**config.mk**
```make
export PLATFORM = sky130hd
export DESIGN_NAME = vga_frame_reader
export DESIGN_NICKNAME = d
export VERILOG_FILES = /design/src/vga_bus_pkg.sv /design/src/vga_timing_pkg.sv /design/src/pixel_buffer.sv /design/src/vga_fetch.sv /design/src/vga_frame_reader.sv /design/src/vga_timing.sv
export SDC_FILE = /design/constraint.sdc
export NUM_CORES = 1
export LEC_CHECK = 0
export BUFFER_PORTS_ARGS = -buffer_cell sky130_fd_sc_hd__buf_4
export CORE_ASPECT_RATIO = 1.2
export CORE_MARGIN = 5
export CORE_UTILIZATION = 36
export CTS_BUF_LIST = sky130_fd_sc_hd__clkbuf_16
export CTS_CLUSTER_DIAMETER = 60
export DETAILED_ROUTE_END_ITERATION = 8
export SLEW_MARGIN = 10
export SYNTH_ARGS = -nofsm -noshare
export SYNTH_HDL_FRONTEND = slang
export SYNTH_SLANG_ARGS = --single-unit
```
**constraint.sdc**
```tcl
create_clock -name clk -period 5.15 [get_ports clk]
set_input_delay 0.2575 -clock clk [delete_from_list [all_inputs] [get_ports clk]]
set_output_delay 0.2575 -clock clk [all_outputs]
set_load 0.02 [all_outputs]
```
**src/vga_bus_pkg.sv**
```systemverilog
package vga_bus_pkg;

    localparam int addr_w = 32;
    localparam int data_w = 16;  // two pixels per word.

    // word address of framebuffer word 0.
    localparam logic [addr_w-1:0] fb_base = 32'h00001050;

    ////////////////////////////////////////////////////////////
    // fetch state machine
    ////////////////////////////////////////////////////////////

    typedef enum logic [2:0] {
        fetch_idle,
        fetch_present_addr,
        fetch_wait,
        fetch_read_data,
        fetch_finish
    } fetch_state_t;

endpackage

```
**src/vga_timing_pkg.sv**
```systemverilog
package vga_timing_pkg;

    ////////////////////////////////////////////////////////////
    // horizontal timing, in pixel clocks
    ////////////////////////////////////////////////////////////

    localparam int h_active = 640;
    localparam int h_front  = 16;
    localparam int h_sync   = 96;
    localparam int h_back   = 48;
    localparam int h_total  = h_active + h_front + h_sync + h_back;  // 800.

    ////////////////////////////////////////////////////////////
    // vertical timing, in lines
    ////////////////////////////////////////////////////////////

    localparam int v_active = 480;
    localparam int v_front  = 10;
    localparam int v_sync   = 2;
    localparam int v_back   = 33;
    localparam int v_total  = v_active + v_front + v_sync + v_back;  // 525.

    ////////////////////////////////////////////////////////////
    // framebuffer geometry
    ////////////////////////////////////////////////////////////

    // each stored pixel covers 4 columns and 2 lines.
    localparam int fb_width  = h_active / 4;  // 160.
    localparam int fb_height = v_active / 2;  // 240.

    localparam int coord_w = 11;

    // fetch position runs one word of screen columns ahead.
    localparam int lead = 2 * (h_active / fb_width);  // 8.

endpackage
```
**src/pixel_buffer.sv**
```systemverilog
`timescale 1ns/10ps

module pixel_buffer (
    input  logic                               clk,
    input  logic                               rst_n,
    input  logic                               wr_en,
    input  logic                               wr_slot,
    input  logic [vga_bus_pkg::data_w-1:0]     wr_data,
    input  logic [vga_timing_pkg::coord_w-1:0] row,
    input  logic [vga_timing_pkg::coord_w-1:0] col,
    input  logic                               disp_active,
    input  logic                               hsync,
    input  logic                               vsync,
    output logic [2:0]                         vga_r,
    output logic [2:0]                         vga_g,
    output logic [1:0]                         vga_b,
    output logic                               vga_hs,
    output logic                               vga_vs
);
    import vga_timing_pkg::*;
    import vga_bus_pkg::*;

    logic [data_w-1:0] slot_q [2];
    logic [31:0]       pix_idx;
    logic [data_w-1:0] word;
    logic [7:0]        pix_byte;

    always_ff @(posedge clk) begin
        if (wr_en) begin
            slot_q[wr_slot] <= wr_data;
        end
    end

    ////////////////////////////////////////////////////////////
    // byte select for the display position
    ////////////////////////////////////////////////////////////

    assign pix_idx  = 32'(row >> 1) * 32'(fb_width) + 32'(col >> 2);
    assign word     = slot_q[pix_idx[1]];
    assign pix_byte = pix_idx[0] ? word[7:0] : word[data_w-1 -: 8];  // even pixel is high byte.

    // colour and sync leave on the same edge.
    always_ff @(posedge clk or negedge rst_n) begin
        if (!rst_n) begin
            vga_r  <= '0;
            vga_g  <= '0;
            vga_b  <= '0;
            vga_hs <= 1'b1;
            vga_vs <= 1'b1;
        end else begin
            if (disp_active) begin
                vga_r <= pix_byte[7:5];
                vga_g <= pix_byte[4:2];
                vga_b <= pix_byte[1:0];
            end else begin
                vga_r <= '0;  // blank.
                vga_g <= '0;
                vga_b <= '0;
            end
            vga_hs <= hsync;
            vga_vs <= vsync;
        end
    end

endmodule

```
**src/vga_fetch.sv**
```systemverilog
`timescale 1ns/10ps

module vga_fetch (
    input  logic                               clk,
    input  logic                               rst_n,
    input  logic [vga_timing_pkg::coord_w-1:0] lead_row,
    input  logic [vga_timing_pkg::coord_w-1:0] lead_col,
    input  logic                               lead_active,
    input  logic                               bus_ack,
    input  logic                               bus_wait,
    input  logic [vga_bus_pkg::data_w-1:0]     bus_data,
    output logic                               bus_req,
    output logic [vga_bus_pkg::addr_w-1:0]     bus_addr,
    output logic                               wr_en,
    output logic                               wr_slot,
    output logic [vga_bus_pkg::data_w-1:0]     wr_data
);
    import vga_timing_pkg::*;
    import vga_bus_pkg::*;

    logic [addr_w-1:0] pix_idx;
    logic [addr_w-1:0] lead_word;
    logic [addr_w-1:0] lead_addr;
    logic [addr_w-1:0] addr_q;     // address of the word in flight.
    logic [addr_w-1:0] last_addr;
    logic              slot_q;
    logic              need_fetch;
    fetch_state_t      state;
    fetch_state_t      state_nxt;

    ////////////////////////////////////////////////////////////
    // lead word address
    ////////////////////////////////////////////////////////////

    assign pix_idx   = addr_w'(lead_row >> 1) * addr_w'(fb_width) + addr_w'(lead_col >> 2);
    assign lead_word = pix_idx >> 1;
    assign lead_addr = fb_base + lead_word;

    assign need_fetch = lead_active && (lead_addr != last_addr);

    ////////////////////////////////////////////////////////////
    // state machine
    ////////////////////////////////////////////////////////////

    always_comb begin
        state_nxt = state;
        unique case (state)
            fetch_idle:         if (need_fetch && bus_ack) state_nxt = fetch_present_addr;
            fetch_present_addr: state_nxt = fetch_wait;
            fetch_wait:         if (!bus_wait) state_nxt = fetch_read_data;
            fetch_read_data:    state_nxt = fetch_finish;
            fetch_finish:       state_nxt = fetch_idle;
            default:            state_nxt = fetch_idle;
        endcase
    end

    always_ff @(posedge clk or negedge rst_n) begin
        if (!rst_n) begin
            state     <= fetch_idle;
            last_addr <= '1;  // no word matches, so the first is always read.
        end else begin
            state <= state_nxt;
            if (state == fetch_present_addr) begin
                last_addr <= addr_q;
            end
        end
    end

    // captured on the grant so the address holds while the lead moves on.
    always_ff @(posedge clk) begin
        if (state == fetch_idle && need_fetch && bus_ack) begin
            addr_q <= lead_addr;
            slot_q <= lead_word[0];
        end
    end

    // request is held from the grant through read_data.
    always_comb begin
        unique case (state)
            fetch_idle:         bus_req = need_fetch;
            fetch_present_addr: bus_req = 1'b1;
            fetch_wait:         bus_req = 1'b1;
            fetch_read_data:    bus_req = 1'b1;
            default:            bus_req = 1'b0;
        endcase
    end

    assign bus_addr = (state == fetch_idle) ? lead_addr : addr_q;

    assign wr_en   = (state == fetch_read_data);
    assign wr_slot = slot_q;   // word parity.
    assign wr_data = bus_data;

endmodule

```
**src/vga_frame_reader.sv**
```systemverilog
`timescale 1ns/10ps

module vga_frame_reader (
    input  logic                           clk,
    input  logic                           rst_n,
    output logic                           bus_req,
    output logic [vga_bus_pkg::addr_w-1:0] bus_addr,
    input  logic                           bus_ack,
    input  logic                           bus_wait,
    input  logic [vga_bus_pkg::data_w-1:0] bus_data,
    output logic [2:0]                     vga_r,
    output logic [2:0]                     vga_g,
    output logic [1:0]                     vga_b,
    output logic                           vga_hs,
    output logic                           vga_vs
);
    import vga_timing_pkg::*;
    import vga_bus_pkg::*;

    logic [coord_w-1:0] row;
    logic [coord_w-1:0] col;
    logic [coord_w-1:0] lead_row;
    logic [coord_w-1:0] lead_col;
    logic               disp_active;
    logic               lead_active;
    logic               hsync;
    logic               vsync;
    logic               wr_en;
    logic               wr_slot;
    logic [data_w-1:0]  wr_data;

    vga_timing u_timing (
        .clk         (clk),
        .rst_n       (rst_n),
        .row         (row),
        .col         (col),
        .lead_row    (lead_row),
        .lead_col    (lead_col),
        .disp_active (disp_active),
        .lead_active (lead_active),
        .hsync       (hsync),
        .vsync       (vsync)
    );

    vga_fetch u_fetch (
        .clk         (clk),
        .rst_n       (rst_n),
        .lead_row    (lead_row),
        .lead_col    (lead_col),
        .lead_active (lead_active),
        .bus_ack     (bus_ack),
        .bus_wait    (bus_wait),
        .bus_data    (bus_data),
        .bus_req     (bus_req),
        .bus_addr    (bus_addr),
        .wr_en       (wr_en),
        .wr_slot     (wr_slot),
        .wr_data     (wr_data)
    );

    pixel_buffer u_buffer (
        .clk         (clk),
        .rst_n       (rst_n),
        .wr_en       (wr_en),
        .wr_slot     (wr_slot),
        .wr_data     (wr_data),
        .row         (row),
        .col         (col),
        .disp_active (disp_active),
        .hsync       (hsync),
        .vsync       (vsync),
        .vga_r       (vga_r),
        .vga_g       (vga_g),
        .vga_b       (vga_b),
        .vga_hs      (vga_hs),
        .vga_vs      (vga_vs)
    );

endmodule

```
**src/vga_timing.sv**
```systemverilog
`timescale 1ns/10ps

module vga_timing (
    input  logic                               clk,
    input  logic                               rst_n,
    output logic [vga_timing_pkg::coord_w-1:0] row,
    output logic [vga_timing_pkg::coord_w-1:0] col,
    output logic [vga_timing_pkg::coord_w-1:0] lead_row,
    output logic [vga_timing_pkg::coord_w-1:0] lead_col,
    output logic                               disp_active,
    output logic                               lead_active,
    output logic                               hsync,
    output logic                               vsync
);
    import vga_timing_pkg::*;

    logic [coord_w-1:0] row_nxt;
    logic [coord_w-1:0] col_nxt;
    logic [coord_w-1:0] lead_row_nxt;
    logic [coord_w-1:0] lead_col_nxt;

    // one pixel clock further along the raster, {row, col}.
    function automatic logic [2*coord_w-1:0] step(input logic [coord_w-1:0] r,
                                                  input logic [coord_w-1:0] c);
        logic [coord_w-1:0] r_n;
        logic [coord_w-1:0] c_n;
        r_n = r;
        c_n = c + 1'b1;
        if (c == coord_w'(h_total - 1)) begin
            c_n = '0;
            r_n = (r == coord_w'(v_total - 1)) ? '0 : r + 1'b1;
        end
        return {r_n, c_n};
    endfunction

    function automatic logic is_active(input logic [coord_w-1:0] r,
                                       input logic [coord_w-1:0] c);
        return (c < h_active) && (r < v_active);
    endfunction

    assign {row_nxt, col_nxt}           = step(row, col);
    assign {lead_row_nxt, lead_col_nxt} = step(lead_row, lead_col);

    ////////////////////////////////////////////////////////////
    // counters and flags, all registered
    ////////////////////////////////////////////////////////////

    // display starts lead clocks before the end of the frame, so the
    // lead pair sits at the first pixel and fetches word 0 in time.
    always_ff @(posedge clk or negedge rst_n) begin
        if (!rst_n) begin
            row         <= coord_w'(v_total - 1);
            col         <= coord_w'(h_total - lead);
            lead_row    <= '0;
            lead_col    <= '0;
            disp_active <= 1'b0;
            lead_active <= 1'b0;  // no request while in reset.
            hsync       <= 1'b1;
            vsync       <= 1'b1;
        end else begin
            row         <= row_nxt;
            col         <= col_nxt;
            lead_row    <= lead_row_nxt;
            lead_col    <= lead_col_nxt;
            disp_active <= is_active(row_nxt, col_nxt);
            lead_active <= is_active(lead_row_nxt, lead_col_nxt);
            // sync pulses are active low.
            hsync <= !((col_nxt >= h_active + h_front) &&
                       (col_nxt <  h_active + h_front + h_sync));
            vsync <= !((row_nxt >= v_active + v_front) &&
                       (row_nxt <  v_active + v_front + v_sync));
        end
    end

endmodule

```
==> results.toml, run 1 <==
[yosys]
synth_edf_count = 51
yosys_warnings = 0
avgSynthCellArea_um2 = 11.6
synth_cell_types = 61
synthCells = 584
synthesis.area_um2 = 6790
synth_seq_cells = 132
synth_flop_cell = "edfxtp_1"
synth-async-reset-ratio_pct = 61.4
yosysSeqAreaShare_pct = 53.0

[sta]
min_period_ps = 4950
finClkSkew_ps = 6.24
report.final.slew_viol_count = 0
final_hold_viol_count = 0
clock.fmax_mhz = 202
min_period_over_period_pct = 96.1
finalSetupViolations = 0
worstMarginPinSlew_ps = 1080
relSlewSlack_pct = 28.2

[hold_path]
hp-class = "primary input to async pin"

[floorplanning]
dieArea_um2 = 21700
die_h_um = 160
die_x_um = 135
top_level_ports = 63
initial_core_util_pct = 36.3
core_um2 = 18700
rows = 55

[drt]
drc = 0
first_pass_iters = 4
ant_nets = 0
drt-total-wl_um = 13800
drt_iter0_drc = 195
avgRoutedWirePerCell_um = 15.1
via_per_inst = 4.86
num_vias = 4433

[critical_path]
crit_fanout = 8
cp.arrival_ps = 4690
crit_path_end_kind = "primary output"
ff2ff_setup_slack_ps = 350
required_ps = 4890
crit_type = "flop to primary output"
startpoint_type = "flop"

[flow_run]
maxCapViolCount = 0

[clocking]
clock_path_buffers = 2
post-cts-setup-buffer-count = 0
clk_pin_slew_ps = 60
ctsResizeCount = 0
cts_sinks = 132
clock_latency_ps = 420
tritoncts = "done"
holdBufCountCts = 0
cts_max_level = 4
numCtsBuffers = 17
cts_root_buf = "clkbuf_16"

[global_route]
met3_usage_pct = 3.79
grt_pass1_vias = 4569
grt-busiest-layer = "met2"
grt_usage_pct = 13.2
antenna_found_initial = 0
grt_pass1_wl_um = 22900
grt_max_degree = 82
gr-total-overflow = 0
use_met1_pct = 16.0
grt_use_met2_pct = 22.6

[placement]
place_congestion = 0.878
hpwl_um = 9910
portBuffers = 49

[layout]
layout_common_cells = "nand2_1, buf_4, edfxtp_1"
drive_above_1_share_pct = 24.2
final_common_cell = "nand2_1"
finalCoreUtilization_pct = 42.8
area_growth_pct = 18.0
nets = 692
diodes = 0

[power]
ir_drop_uv = 252
power.leakage_nw = 3.35
power_w = 0.00326
powerDensity_nw_per_um2 = 407

[run_status]
status = "finished clean"
-- flip-flops by register name, indices dropped and copies added, names as in the netlist --
signal / flops
u_buffer.vga_g: 3
u_timing.row: 11
u_fetch.last_addr: 20
u_timing.lead_active: 1
u_buffer.vga_hs: 1
u_buffer.vga_r: 3
u_fetch.state: 3
u_timing.lead_col: 11
u_fetch.addr_q: 19
u_timing.col: 11
u_buffer.slot_q: 32
u_timing.hsync: 1
u_timing.disp_active: 1
u_timing.lead_row: 11
u_timing.vsync: 1
u_buffer.vga_vs: 1
u_buffer.vga_b: 2
-- layout make-up --
cell class,instances,area [um^2]
clock buffer,17,425
clock inverter,15,143
fill,1751,10700
inverter,22,82.6
multi-input combinational,418,3060
sequential,132,3600
tap,256,320
timing repair buffer,52,390
-- critical path, stage by stage, from the launching register on --
cell,delay [ps]
dfrtp_1,470
ha_1,330
ha_1,300
ha_1,210
a211oi_1,290
nor2_1,100
xor2_1,200
o31a_1,360
nor4_1,270
xnor2_1,240
xnor2_1,140
nor4_2,430
nand3_1,150
o41a_1,370
o31a_1,260
buf_4,170
-- where the power goes --
group          switching [W]  leakage [nW]  internal, W
Combinational       0.000416          1.63     0.000301
Clock               0.000454         0.287     0.000706
Sequential         0.0000854          1.43      0.00130
Total               0.000955          3.35      0.00230
-- worst paths after layout --
path,start,end,depth (start not counted)
worst max-delay path,u_timing.lead_row[2],bus_req,15
worst min-delay path,rst_n,u_buffer.vga_g[2],1
worst max register to register,u_timing.lead_row[2],u_fetch.addr_q[1],14
worst min register to register,u_timing.hsync,u_buffer.vga_hs,0
max in group asynchronous,rst_n,u_fetch.state[0],1
min in group clk,bus_data[13],u_buffer.slot_q[0][13],1
-- synthesized netlist by cell type (all sizes together), types with 2 or more instances --
cell	n	share of area (%)
nand2	65	3.6
edfxtp	51	23
or3	6	0.55
o22ai	2	0.18
a21o	3	0.33
ha	27	5.0
mux2	20	3.3
a31oi	2	0.18
fa	2	0.59
nand3b	3	0.39
a21oi	10	0.79
and4	2	0.29
clkbuf	13	0.72
nor2	34	1.9
mux4	8	2.7
o21ai	27	2.0
o31a	2	0.26
nor4	10	0.92
nor4b	3	0.39
nor2b	3	0.28
and3b	2	0.26
a211oi	4	0.52
xnor2	48	6.5
and3	13	1.2
o211ai	2	0.22
or2	2	0.18
buf	13	1.4
nand3	25	1.8
xor2	25	3.8
nand4	9	0.83
inv	22	1.2
and2	16	1.5
dfrtp	50	18
o21bai	2	0.22
dfstp	31	12
nor3	13	1.0
-- stage by stage --
step           TNS (ps)  instance area (um^2)  std cells  hold slack, ps  worst slack [ps]
6_report              0                  8010        912            10.4               200
5_1_grt           -37.4                  8010        912            3.36             -37.4
3_3_place_gp          0                  7420        880             345               371
4_1_cts               0                  7990        912            5.18               125
3_5_place_dp          0                  7420        880             348               296
2_1_floorplan         0                  6840        598           -38.1               894
-- cells by family (layout without fill, tap and decap cells) --
group | count (synthesis) | after routing | synth area share [%]
buffers and inverters | 48 | 106 | 3.37
muxes | 28 | 28 | 5.97
AOI/OAI and AO/OA | 63 | 63 | 6.15
other | 1 | 15 | 0.0552
xor gates and xnor gates | 73 | 73 | 10.3
DFF | 132 | 132 | 53.0
adders and majority gates | 29 | 29 | 5.56
and+or+nand+nor | 210 | 210 | 15.6
-- routing by layer --
metal	part of all wire (%)	up-vias	routed length, um
met2	50	92	6910
li1	-	2168	-
met1	44	2153	6070
met3	4.3	20	590
met5	0	-	0
met4	1.6	0	222
No activity file was read; power rests on OpenSTA's default activity.
==> run 2: changes to the inputs <==
Settings changed: HOLD_SLACK_MARGIN from default to 0.08, SETUP_SLACK_MARGIN from default to 0.5.
Clock period 5.15 ns to 4.25 ns, I/O delays scaled along.
==> run 2 against run 1 <==
Compared with the run above:
- register-to-register slack worse by 310 ps
- combinational power rose by 35%
- via count grew 8.1%
- sequential cell count is the same
- largest power group unchanged
- largest cell class unchanged
- sequential share of layout area is 4.7 points lower
- worst setup slack worse by 480 ps
- the flow now finishes with violations (negative setup slack)
==> results.toml, run 2 (synthesized netlist as in run 1, its figures left out) <==
[run_status]
status = "complete, but fails checks"
violations = "negative setup slack"

[layout]
finalCoreUtilization_pct = 47.9
reg_top3 = "u_buffer.slot_q: 32 flops, u_fetch.last_addr: 20 flops, u_fetch.addr_q: 19 flops"
drive_above_1_share_pct = 34.6
nets = 750
area_growth_pct = 31.9
fillers = 1659
final_cells = 970
final_common_cell = "buf_4"
top_register = "u_buffer.slot_q"
diodes = 0
largest_register_ffs = 32
layout_common_cells = "buf_4, nand2_1, edfxtp_1"

[critical_path]
cp.arrival_ps = 4320
crit_type = "flop to primary output"
crit_fanout = 4
ff2ff_setup_slack_ps = 40
crit_path_end_kind = "primary output"
r2r-start = "u_timing.lead_row[4]"
required_ps = 4040
reg2regPathDepth = 17
startpoint_type = "flop"
timing.rr.end = "u_fetch.addr_q[10]"

[power]
power_w = 0.00413
powerDensity_nw_per_um2 = 461
power.leakage_nw = 3.73
ir_drop_uv = 302

[drt]
drt_iter0_drc = 240
drc = 0
via_per_inst = 4.94
avgRoutedWirePerCell_um = 15.3
drt-total-wl_um = 14900
num_vias = 4790
first_pass_iters = 4
ant_nets = 0

[sta]
clock.fmax_mhz = 221
final_hold_viol_count = 0
report.final.slew_viol_count = 0
layout_setup_ws_ps = -282
worstMarginPinSlew_ps = 1080
relSlewSlack_pct = 27.9
finalSetupViolations = 1
totalNegativeSetupSlack_ps = -282
rsz0062_at_grt = "yes"
min_period_ps = 4530
min_period_over_period_pct = 107
finClkSkew_ps = 8.16

[clocking]
clock_latency_ps = 420
cts_sinks = 132
cts_root_buf = "clkbuf_16"
clock_path_buffers = 2
clk_pin_slew_ps = 60
tritoncts = "done"
cts_max_level = 4
numCtsBuffers = 17

[floorplanning]
core_um2 = 18700
die_h_um = 160
die_x_um = 135
dieArea_um2 = 21700
top_level_ports = 63
initial_core_util_pct = 36.3
rows = 55

[global_route]
grt_pass1_wl_um = 24900
grt_pass1_vias = 5015
gr-total-overflow = 0
grt_usage_pct = 14.3
grt_max_degree = 82
antenna_found_initial = 0

[placement]
place_congestion = 0.838
portBuffers = 49
dp.cells = 891
hpwl_um = 10000
place_ws_ps = 34.0

[hold_path]
whs_endpoint = "u_fetch.state[0]"
holdCritStartpoint = "bus_wait"
hold_path_depth = 3
hp-class = "primary input to flop"

[flow_run]
maxCapViolCount = 0
[run 2: layer usage]
layer | part of all wire [%] | up-vias | global-route usage, % | wire length (um)
li1 | - | 2276 | - | -
met4 | 1.9 | 0 | 4.72 | 276
met1 | 42 | 2387 | 17.0 | 6200
met3 | 3.9 | 21 | 3.20 | 579
met5 | 0 | - | 0 | 0
met2 | 53 | 106 | 25.3 | 7820
[run 2: layout make-up]
cell class              instances  area [um^2]  share of cell area, %
clock inverters                 9         56.3                  0.629
inverters                      22         82.6                  0.922
multi-input cells             418         3390                   37.8
clock buffers                  23          576                   6.43
repair buffers                110          933                   10.4
well taps                     256          320                   3.58
flip-flops and latches        132         3600                   40.2
[run 2: timing repair]
action	4_1_cts	5_1_grt
cloned	1	0
setup endpoints to repair	26	25
pin swaps	31	13
hold buffers	18	0
hold endpoints to repair	83	0
resized for setup	45	15
buffers inserted	19	9
[run 2: metrics by stage]
stage	hold slack [ps]	instance area, um^2
2_1_floorplan	-83.1	6930
3_3_place_gp	346	7580
3_5_place_dp	348	7580
4_1_cts	125	8790
5_1_grt	130	8960
6_report	138	8960
[run 2: power by group]
group / switching (W) / total [W] / internal (W)
sequential: 0.000101 / 0.00167 / 0.00157
combinational: 0.000533 / 0.000965 / 0.000432
clock: 0.000544 / 0.00150 / 0.000953
total: 0.00118 / 0.00413 / 0.00296
[run 2: worst max-delay path by stage]
stage	startpoint	to	slack, ps	cells after the start
floorplan	u_timing.lead_row[2]	bus_req	380	15
global placement	u_timing.lead_row[3]	bus_req	100	15
detailed placement	u_timing.lead_row[3]	bus_req	30	15
CTS	u_timing.lead_row[4]	bus_req	-210	15
global route	u_timing.lead_row[4]	bus_req	-440	16
finish	u_timing.lead_row[4]	bus_req	-280	16
[run 2: worst max-delay path: stages (launching register included)]
cell	delay, ps
dfrtp_1	410
ha_4	260
ha_4	150
inv_2	50
fa_2	450
or3_4	350
a21o_1	180
a211oi_2	270
buf_4	170
o21ai_4	70
a21boi_1	180
and3b_2	250
xor2_2	170
xor2_1	90
o41a_1	450
o31a_1	270
buf_6	140
